===== src/rtl/icache_pkg.sv =====
package icache_pkg;

	// fetch port and memory port widths
	localparam int addr_w = 32; // byte address, cpu and memory side
	localparam int word_w = 32; // one instruction word

	// default geometry, the top level may override these
	localparam int def_ways  = 2;  // associativity
	localparam int def_sets  = 16; // sets per way
	localparam int def_words = 4;  // words in one line

	// the byte offset inside a word is always two bits
	// tag, index and offset widths follow from sets and words in each module

	// refill controller states
	// idle  - waiting for a miss from the lookup
	// fill  - requesting addresses and collecting returned words
	// write - line complete, one cycle write strobe into the victim way
	typedef enum logic [1:0]
	{
		idle  = 2'd0,
		fill  = 2'd1,
		write = 2'd2
	} refill_state_t;

	// notes on the memory port
	// addresses and returned words are counted apart,
	// so up to one line worth of requests can be in flight
	// data always comes back in request order

	// a line is packed with word 0 in the low bits,
	// word n at bits [n*word_w +: word_w]

endpackage

===== src/rtl/icache_replace.sv =====
`timescale 1ns/1ps

module icache_replace #(
	parameter int ways = icache_pkg::def_ways,
	parameter int sets = icache_pkg::def_sets,
	localparam int way_w = $clog2(ways),
	localparam int idx_w = $clog2(sets)
)(
	input  logic             clk,
	input  logic             rst,
	input  logic [idx_w-1:0] index,     // addressed set
	input  logic             fill_we,   // line fill into this set
	output logic [way_w-1:0] victim_way // way to replace on the next fill
);

	logic [way_w-1:0] ptr_q [sets]; // round robin pointer per set
	logic [way_w-1:0] ptr_next;

	// next pointer for the addressed set, wraps at ways
	always_comb
	begin
		if (ptr_q[index] == way_w'(ways - 1))
			ptr_next = '0;
		else
			ptr_next = ptr_q[index] + 1'b1;
	end

	always_ff @(posedge clk)
	begin
		if (rst)
		begin
			for (int s = 0; s < sets; s++)
				ptr_q[s] <= '0; // every set starts at way 0
		end
		else if (fill_we)
			ptr_q[index] <= ptr_next; // step only the filled set
	end

	// the pointer names the way that gets the line,
	// it moves on in the same edge the line is written
	assign victim_way = ptr_q[index];

endmodule


===== config.mk =====
export PLATFORM = sky130hd
export DESIGN_NAME = icache_replace
export DESIGN_NICKNAME = d
export VERILOG_FILES = /design/src/rtl/icache_pkg.sv /design/src/rtl/icache_replace.sv
export SDC_FILE = /design/constraint.sdc
export NUM_CORES = 1
export LEC_CHECK = 0
export BUFFER_PORTS_ARGS = -buffer_cell sky130_fd_sc_hd__buf_2
export CORE_MARGIN = 4
export CORE_UTILIZATION = 35
export DETAILED_ROUTE_END_ITERATION = 6
export PLACE_DENSITY = 0.52
export SETUP_SLACK_MARGIN = 0.2
export SYNTH_ARGS = -nofsm -noshare
export SYNTH_HDL_FRONTEND = slang
export SYNTH_SLANG_ARGS = --single-unit
export TNS_END_PERCENT = 5

===== constraint.sdc =====
create_clock -name clk -period 2.24 [get_ports clk]
set_clock_uncertainty 0.05 [all_clocks]
set_input_delay 0.448 -clock clk [delete_from_list [all_inputs] [get_ports clk]]
set_output_delay 0.448 -clock clk [all_outputs]
set_load 0.01 [all_outputs]

==> impl_metrics.ini <==
[status]
status = complete, no violations

[placed_design]
hpwl_um = 1440
io_buffers = 7
place_area_um2 = 1020
place.gp.congestion = 0.768

[route]
routed_wl_um = 2030
num_vias = 654
wl_per_cell_um = 17.2
vias_per_cell = 5.54
ant_nets = 0
detail_route.first_pass.iterations = 4
drc = 0
drt_iter0_drc = 44

[worst_setup_path]
critical_path_arrival_ps = 1540
timing_worst_setup_path_type = reg -> out
timing.rr.start = ptr_q[1]
reg2regPathDepth = 4
crit_required_ps = 1740
startpoint_type = register
rr_endpoint = ptr_q[1]
reg2reg_slack_ps = 790
cp_max_fo = 2
end_kind = output pin

[timing]
slew_violations = 0
tightest_slew_ps = 379
maxSlewHeadroom_pct = 74.6
hold_violations = 0
rsz0062_at_grt = true
period_share_pct = 91.1
tns_ps = 0
fmaxAchievable_mhz = 490
setup_viol = 0
fin_crit_ps = 2040

[global_route]
antenna_found_initial = 0
grtUsageTotal_pct = 13.1
grt_max_degree = 20
grt_pass1_wl_um = 3440
grt_pass1_vias = 659
overflow = 0

[finish]
top_register = ptr_q
fillers = 259
final_common_cell = nor2_1
multi_input_area_um2 = 434
final_cell_mix = nor2_1, edfxtp_1, a21o_1
largest_reg_flops = 16
regArea_um2 = 480
diodes = 0
top_regs = ptr_q (16)
nets = 97
final_area_um2 = 1050
area_delta_synth_final_pct = 9.10
drive_gt1_share_pct = 26.1
post-route-util_pct = 41.2

[clock_tree]
cts_tree = yes
clock-sinks = 16
cts_inserted_buffers = 3
clockBufferDepth = 2
hold_buffers = 0
clock_tree.root_cell = clkbuf_4
h-tree-depth = 1
clk_pin_slew_worst_paths_ps = 90
worst_skew_pair.late_latency_ps = 290

[synth]
netlist_area_um2 = 962
synth-seq-cells = 16
postSynthAreaPerCell_um2 = 12.3
yosys_warnings = 0
yosysUniqueCellTypes = 22
syn_inst = 78
synthesis.nets = 85
ys_seq_area_share_pct = 49.9

[min_path]
worstHoldPathCells = 2
hp-start = index[0]
min_delay_worst_endpoint = ptr_q[3]
worstHoldPathType = in -> reg

[floorplanning]
die_height_um = 60.4
die_area_um2 = 3650
start_util_pct = 37.8
die_x_um = 60.4
core_area_um2 = 2540
num_rows = 18
num_io_pins = 8

[flow_run]
cap_violations = 0

[pwr]
powerDensity_nw_per_um2 = 566
vdd.ir_drop.worst_v = 0.000227
leakagePower_nw = 0.421
synthesized netlist by cell type:
cell | instances | area (µm²)
or2_1 | 1 | 6.26
buf_4 | 1 | 7.51
nand3_1 | 2 | 10.0
mux4_2 | 1 | 22.5
buf_6 | 3 | 33.8
nor2b_1 | 3 | 18.8
clkbuf_1 | 1 | 3.75
nand2b_1 | 1 | 6.26
nand3b_1 | 1 | 7.51
and2_1 | 1 | 6.26
edfxtp_1 | 16 | 480
a41o_1 | 3 | 30.0
a21o_1 | 9 | 67.6
nand2_1 | 3 | 11.3
o21bai_1 | 4 | 30.0
a22oi_1 | 1 | 7.51
mux4_1 | 3 | 78.8
nor2_1 | 18 | 67.6
or2_4 | 1 | 8.76
nand4b_1 | 1 | 8.76
nor3b_1 | 1 | 7.51
nand2b_4 | 3 | 41.3
power breakdown:
group	total [mW]	leakage, nW	switching, mW	internal [mW]
sequential	0.345	0.165	0.00377	0.341
combinational	0.0963	0.243	0.0503	0.0459
clock	0.153	0.0138	0.0906	0.0626
total	0.594	0.421	0.145	0.450
how the worst max path moves through the flow:
stage / from / to / slack [ps] / depth (start not counted)
after floorplan: index[0] / victim_way / 320 / 4
after global placement: index[0] / victim_way / 120 / 5
after CTS: ptr_q[0] / victim_way / 190 / 4
after detailed placement: index[0] / victim_way / 80 / 5
after global routing: ptr_q[1] / victim_way / 130 / 4
final: ptr_q[1] / victim_way / 200 / 4
logic make-up (layout without fill, tap and decap cells):
group | Yosys count | in the layout | synth area share (%)
mux | 4 | 4 | 10.5
compound gates | 17 | 17 | 14.0
buf+inv | 5 | 15 | 4.68
flops | 16 | 16 | 49.9
simple gates | 36 | 36 | 20.8
repair_timing:
item,4_1_cts,5_1_grt
pin swaps,2,0
setup endpoints to repair,1,1
buffers inserted,0,1
resized for setup,4,0
worst max-delay path: stages, from the launching register on:
cell and delay, ps:
edfxtp_1 380, mux4_2 480, a22oi_2 170, nand3_1 80
buf_2 140
stage by stage:
stage / instances / total power, mW / hold WS (ps) / setup WS, ps
floorplan: 78 / 0.418 / 673 / 317
global route: 118 / 0.617 / 571 / 135
CTS: 117 / 0.592 / 544 / 187
global placement: 114 / 0.441 / 827 / 122
detailed placement: 114 / 0.442 / 837 / 81.7
finish: 118 / 0.594 / 548 / 199
final cells by class:
cell class,instances,area share (%)
clock buffers,3,2.15
multi-input cells,57,41.4
flip-flops and latches,16,45.8
well taps,30,3.58
repair buffers,12,7.15
routing by layer:
| layer | up-vias | part of all wire, % | global-route usage [%] |
|---|---|---|---|
| met5 | - | 0 | 0 |
| met4 | 0 | 1.4 | 5.57 |
| met1 | 319 | 48 | 19.9 |
| met2 | 21 | 44 | 18.5 |
| li1 | 310 | - | - |
| met3 | 4 | 6.0 | 1.91 |
Note: power is estimated with default switching activity, not from simulation.
