`src/rtl/icache_pkg.sv`:
```
package icache_pkg;

	// fetch port and memory port widths
	localparam int addr_w = 32; // byte address, cpu and memory side
	localparam int word_w = 32; // one instruction word

	// default geometry, the top level may override these
	localparam int def_ways  = 2;  // associativity
	localparam int def_sets  = 16; // sets per way
	localparam int def_words = 4;  // words in one line

	// the byte offset inside a word is always two bits
	// tag, index and offset widths follow from sets and words in each module

	// refill controller states
	// idle  - waiting for a miss from the lookup
	// fill  - requesting addresses and collecting returned words
	// write - line complete, one cycle write strobe into the victim way
	typedef enum logic [1:0]
	{
		idle  = 2'd0,
		fill  = 2'd1,
		write = 2'd2
	} refill_state_t;

	// notes on the memory port
	// addresses and returned words are counted apart,
	// so up to one line worth of requests can be in flight
	// data always comes back in request order

	// a line is packed with word 0 in the low bits,
	// word n at bits [n*word_w +: word_w]

endpackage
```
`src/rtl/icache_refill.sv`:
```
`timescale 1ns/1ps

module icache_refill #(
	parameter int sets  = icache_pkg::def_sets,
	parameter int words = icache_pkg::def_words,
	localparam int idx_w = $clog2(sets),
	localparam int off_w = $clog2(words),
	localparam int tag_w = icache_pkg::addr_w - idx_w - off_w - 2
)(
	input  logic                                clk,
	input  logic                                rst,
	input  logic                                miss,         // lookup found no way
	input  logic [tag_w-1:0]                    lookup_tag,
	input  logic [idx_w-1:0]                    lookup_index,
	output logic                                mem_req,      // address request
	output logic [icache_pkg::addr_w-1:0]       mem_read_addr,
	input  logic                                mem_addr_ok,  // address taken
	input  logic [icache_pkg::word_w-1:0]       mem_read_data,
	input  logic                                mem_data_ok,  // one word back
	output logic [words*icache_pkg::word_w-1:0] fill_line,    // assembled line
	output logic                                fill_we       // one cycle write strobe
);
	import icache_pkg::*;

	// counters need one more bit to reach words
	localparam int cnt_w = off_w + 1;

	refill_state_t state_q;

	logic [cnt_w-1:0]       addr_cnt_q;  // addresses accepted so far
	logic [cnt_w-1:0]       data_cnt_q;  // words returned so far
	logic [tag_w+idx_w-1:0] line_addr_q; // tag and index of the line being filled
	logic [words*word_w-1:0] line_q;     // words collect here

	logic addr_done;  // every address of the line was accepted
	logic addr_take;  // address transfer this cycle
	logic data_take;  // word transfer this cycle
	logic last_data;  // final word of the line arrives

	assign addr_done = (addr_cnt_q == cnt_w'(words));
	assign addr_take = mem_req && mem_addr_ok;
	assign data_take = (state_q == fill) && mem_data_ok;
	assign last_data = data_take && (data_cnt_q == cnt_w'(words - 1));

	// request stays up under back-pressure, address only moves on acceptance
	assign mem_req       = (state_q == fill) && !addr_done;
	assign mem_read_addr = {line_addr_q, addr_cnt_q[off_w-1:0], 2'b00}; // word aligned

	// line goes out straight from the collect register
	assign fill_line = line_q;
	assign fill_we   = (state_q == write);

	// control path
	always_ff @(posedge clk)
	begin
		if (rst)
		begin
			state_q    <= idle;
			addr_cnt_q <= '0;
			data_cnt_q <= '0;
		end
		else
		begin
			case (state_q)
				idle:
				begin
					if (miss)
					begin
						state_q    <= fill;
						addr_cnt_q <= '0; // start at offset 0
						data_cnt_q <= '0;
					end
				end
				fill:
				begin
					if (addr_take)
						addr_cnt_q <= addr_cnt_q + 1'b1;
					if (data_take)
						data_cnt_q <= data_cnt_q + 1'b1;
					// data never runs ahead of the addresses, so the last
					// word also means every address was already taken
					if (last_data)
						state_q <= write;
				end
				write:
					state_q <= idle; // one cycle strobe, then wait for the next miss
				default:
					state_q <= idle;
			endcase
		end
	end

	// line address is caught when the miss is taken,
	// the top level keeps the cpu address steady anyway
	always_ff @(posedge clk)
	begin
		if ((state_q == idle) && miss)
			line_addr_q <= {lookup_tag, lookup_index};
	end

	// returned words go into the slot the data counter points at
	always_ff @(posedge clk)
	begin
		if (data_take)
			line_q[data_cnt_q[off_w-1:0]*word_w +: word_w] <= mem_read_data;
	end

	// a miss seen in fill or write is the one being served,
	// so it is only looked at in idle
	// the lookup hits the cycle after fill_we and miss drops there

endmodule

```
`config.mk`:
```
export PLATFORM = sky130hd
export DESIGN_NAME = icache_refill
export DESIGN_NICKNAME = d
export VERILOG_FILES = /design/src/rtl/icache_pkg.sv /design/src/rtl/icache_refill.sv
export SDC_FILE = /design/constraint.sdc
export NUM_CORES = 1
export LEC_CHECK = 0
export ABC_AREA = 1
export BUFFER_PORTS_ARGS = -buffer_cell sky130_fd_sc_hd__buf_2
export CAP_MARGIN = 10
export CORE_MARGIN = 3
export CORE_UTILIZATION = 30
export DETAILED_ROUTE_END_ITERATION = 8
export PLACE_DENSITY_LB_ADDON = 0.12
export RECOVER_POWER = 50
export SLEW_MARGIN = 40
export SYNTH_ARGS = -nofsm -noshare
export SYNTH_HDL_FRONTEND = slang
export SYNTH_SLANG_ARGS = --single-unit
```
`constraint.sdc`:
```
create_clock -name clk -period 3.9 [get_ports clk]
set_input_delay 0.78 -clock clk [delete_from_list [all_inputs] [get_ports clk]]
set_output_delay 0.78 -clock clk [all_outputs]
set_load 0.1 [all_outputs]
```
==> impl_metrics.yaml <==
setup_path:
  crit_path_top_delay_cell: "nor2_1"
  critPathKind: "reg2reg"
  crit_path_start: "state_q[0]$_SDFFE_PP0P_"
  path_cells: "inv_1, nor2_1, nand2_1, nor2_1, buf_16"
  cp.arrival_ns: 2.97
  r2r-start: "state_q[0]$_SDFFE_PP0P_"
  crit_top_cell: "nor2_1"
  worstReg2RegEnd: "fill_line[56]$_DFFE_PP_"
  worst-path-max-fanout: 17
  r2r_slack_ns: 1.05
  r2r_cells: 5
  cp_slowest_stage_delay_ns: 1.39
  cp-endpoint: "fill_line[56]$_DFFE_PP_"
  crit_path_start_kind: "flip-flop"
  required_ns: 4.02
  worstSetupEndpointType: "flip-flop"
yosys:
  synthFlopType: "edfxtp_1"
  syn-cell-area_mm2: 0.00634
  avgSynthCellArea_um2: 13.7
  synth_cell_type_count: 25
  ys_seq_area_share_pct: 76.4
  synth_cells: 461
  async_flop_share_pct: 0
  synth_edf_count: 156
  ys_warn_count: 0
  synth-seq-cells: 164
finish:
  syn2layout_area_growth_pct: 30.1
  nets: 759
  instances_no_fill: 968
  n_antenna_cell: 0
  drive_above_1_share_pct: 24.8
sta:
  fmaxAchievable_mhz: 351
  hold_viol_final: 0
  maxSlewViolCount: 49
  final-setup-viol-count: 0
  min_period_over_period_pct: 73.0
  rsz0062_at_grt: "no"
  tns_ns: 0
  tightest_slew_ns: 1.82
  slew_headroom_pct: -22.0
  skew_ns: 0.00960
  min_period_ns: 2.85
clock_network:
  cts_sinks: 164
  clockBufferDepth: 2
  htree_levels: 4
  postCtsHoldBufs: 0
  cts_setup_buffers: 0
  clk_latency_ns: 0.42
  cts_resized: 0
  cts_tree: "done"
  cts_root_buf: "clkbuf_16"
  path_clk_slew_ns: 0.06
  cts-buffers-inserted: 17
drt:
  wl_per_cell_um: 18.4
  vias: 4332
  dr.pass1.iters: 5
  via_per_inst: 4.48
  ant_nets: 0
  drt-initial-drc-count: 260
  wirelength_mm: 17.8
  drc: 0
grt:
  grt_use_total_pct: 15.1
  grt_start_max_net_pins: 38
  gr-total-overflow: 0
  grt_first_pass_wirelength_mm: 25.1
  antenna_found_initial: 0
  grt_pass1_vias: 4237
placed_design:
  gp_congestion: 0.826
  dp_cells: 936
  hpwl_mm: 12.9
  port_buffers: 224
floorplanning:
  row_count: 52
  initial_utilization_pct: 30.9
  die_h_um: 151
  die_area_mm2: 0.0229
  pin_count: 227
  core_mm2: 0.0205
  chipWidth_um: 151
status:
  status: "finished, violations left"
  violations: "capacitance limit, slew limit"
worst_hold_path:
  hold_path_class: "reg2reg"
power_and_ir_drop:
  max-vdd-ir-drop_uv: 287
  powerDensity_mw_per_mm2: 532
  power.leakage_nw: 3.03
run:
  maxCapViolCount: 3
-- critical path, delay by kind of cell (launching register included) --
| family | cells | cell delay [ns] |
|---|---|---|
| flip-flops | 1 | 0.41 |
| AND/OR/NAND/NOR | 3 | 1.81 |
| buffers and inverters | 2 | 0.32 |
-- kinds of logic (layout without fill, tap and decap cells) --
logic type / Yosys count / after routing / synth area share [%]
DFF: 164 / 164 / 76.4
AOI/OAI and AO/OA: 10 / 10 / 0.869
buffers and inverters: 78 / 314 / 6.00
and+or+nand+nor: 199 / 199 / 14.8
adders and majority gates: 9 / 9 / 1.78
other: 1 / 2 / 0.0592
-- worst min-delay path by stage --
stage,from,cells past startpoint,end
after global routing,lookup_tag[15],1,line_addr_q[19]$_DFFE_PP_
after detailed placement,addr_cnt_q[0]$_SDFFE_PP0P_,1,addr_cnt_q[0]$_SDFFE_PP0P_
after floorplan,addr_cnt_q[0]$_SDFFE_PP0P_,1,addr_cnt_q[0]$_SDFFE_PP0P_
after global placement,addr_cnt_q[0]$_SDFFE_PP0P_,1,addr_cnt_q[0]$_SDFFE_PP0P_
final,addr_cnt_q[0]$_SDFFE_PP0P_,1,addr_cnt_q[0]$_SDFFE_PP0P_
after CTS,addr_cnt_q[0]$_SDFFE_PP0P_,1,addr_cnt_q[0]$_SDFFE_PP0P_
-- report_power, final --
group          leakage, nW  switching (W)  internal (W)
Clock                0.296       0.000715       0.00108
Combinational         1.19       0.000512     0.0000897
Sequential            1.54      0.0000159       0.00198
Total                 3.03        0.00124       0.00314
-- layer usage --
metal	part of all wire [%]	vias up	track usage, %
li1	-	2050	-
met2	50	174	25.0
met4	0.77	0	3.85
met5	0	-	0
met3	8.1	13	4.61
met1	41	2095	19.3
-- state kept, by name (all words and copies together), names as in the netlist --
signal / cells
addr_cnt_q: 3
state_q: 2
line_addr_q: 28
fill_line: 128
data_cnt_q: 3
-- cell usage after synthesis, types with 6 or more instances --
master    count  area share (%)
nor2_1       75             4.4
buf_4         8            0.95
edfxtp_1    156              74
nand3_1      29             2.3
a21oi_1       6            0.47
nand2_1      20             1.2
dfxtp_1       8             2.5
ha_1          9             1.8
inv_1        46             2.7
buf_2        14             1.1
nor3_1       59             4.7
-- placed cells by master, fill, tap and decap left out, types with 5 or more instances in the layout --
cell and instances:
a21oi_1 6, buf_16 5, buf_2 119, clkbuf_1 105, clkbuf_16 17, dfxtp_1 8
edfxtp_1 156, ha_1 9, inv_1 46, nand2_1 21, nand3_1 30, nor2_1 76
nor3_1 59, nor3_2 5
-- area by class of cell --
class | instances | area, um2
Clock inverter | 15 | 204
Inverter | 51 | 193
Tap cell | 270 | 338
Timing Repair Buffer | 231 | 1140
Multi-Input combinational cell | 220 | 1100
Clock buffer | 17 | 425
Sequential cell | 164 | 4840
Fill cell | 2058 | 12200
-- metrics by stage --
| stage | cell area [um2] | total power [W] | setup slack, ns | util (%) | hold WS (ns) |
|---|---|---|---|---|---|
| floorplan | 6340 | 0.00252 | 1.02 | - | 0.450 |
| global placement | 7660 | 0.00264 | 1.43 | 37.4 | 0.478 |
| detailed placement | 7800 | 0.00265 | 1.65 | 38.1 | 0.466 |
| CTS | 8430 | 0.00445 | 1.42 | 41.1 | 0.490 |
| global route | 8250 | 0.00453 | 0.737 | 40.2 | 0.506 |
| finish | 8250 | 0.00439 | 1.05 | 40.2 | 0.490 |
Power figures use the tool's default switching activity.
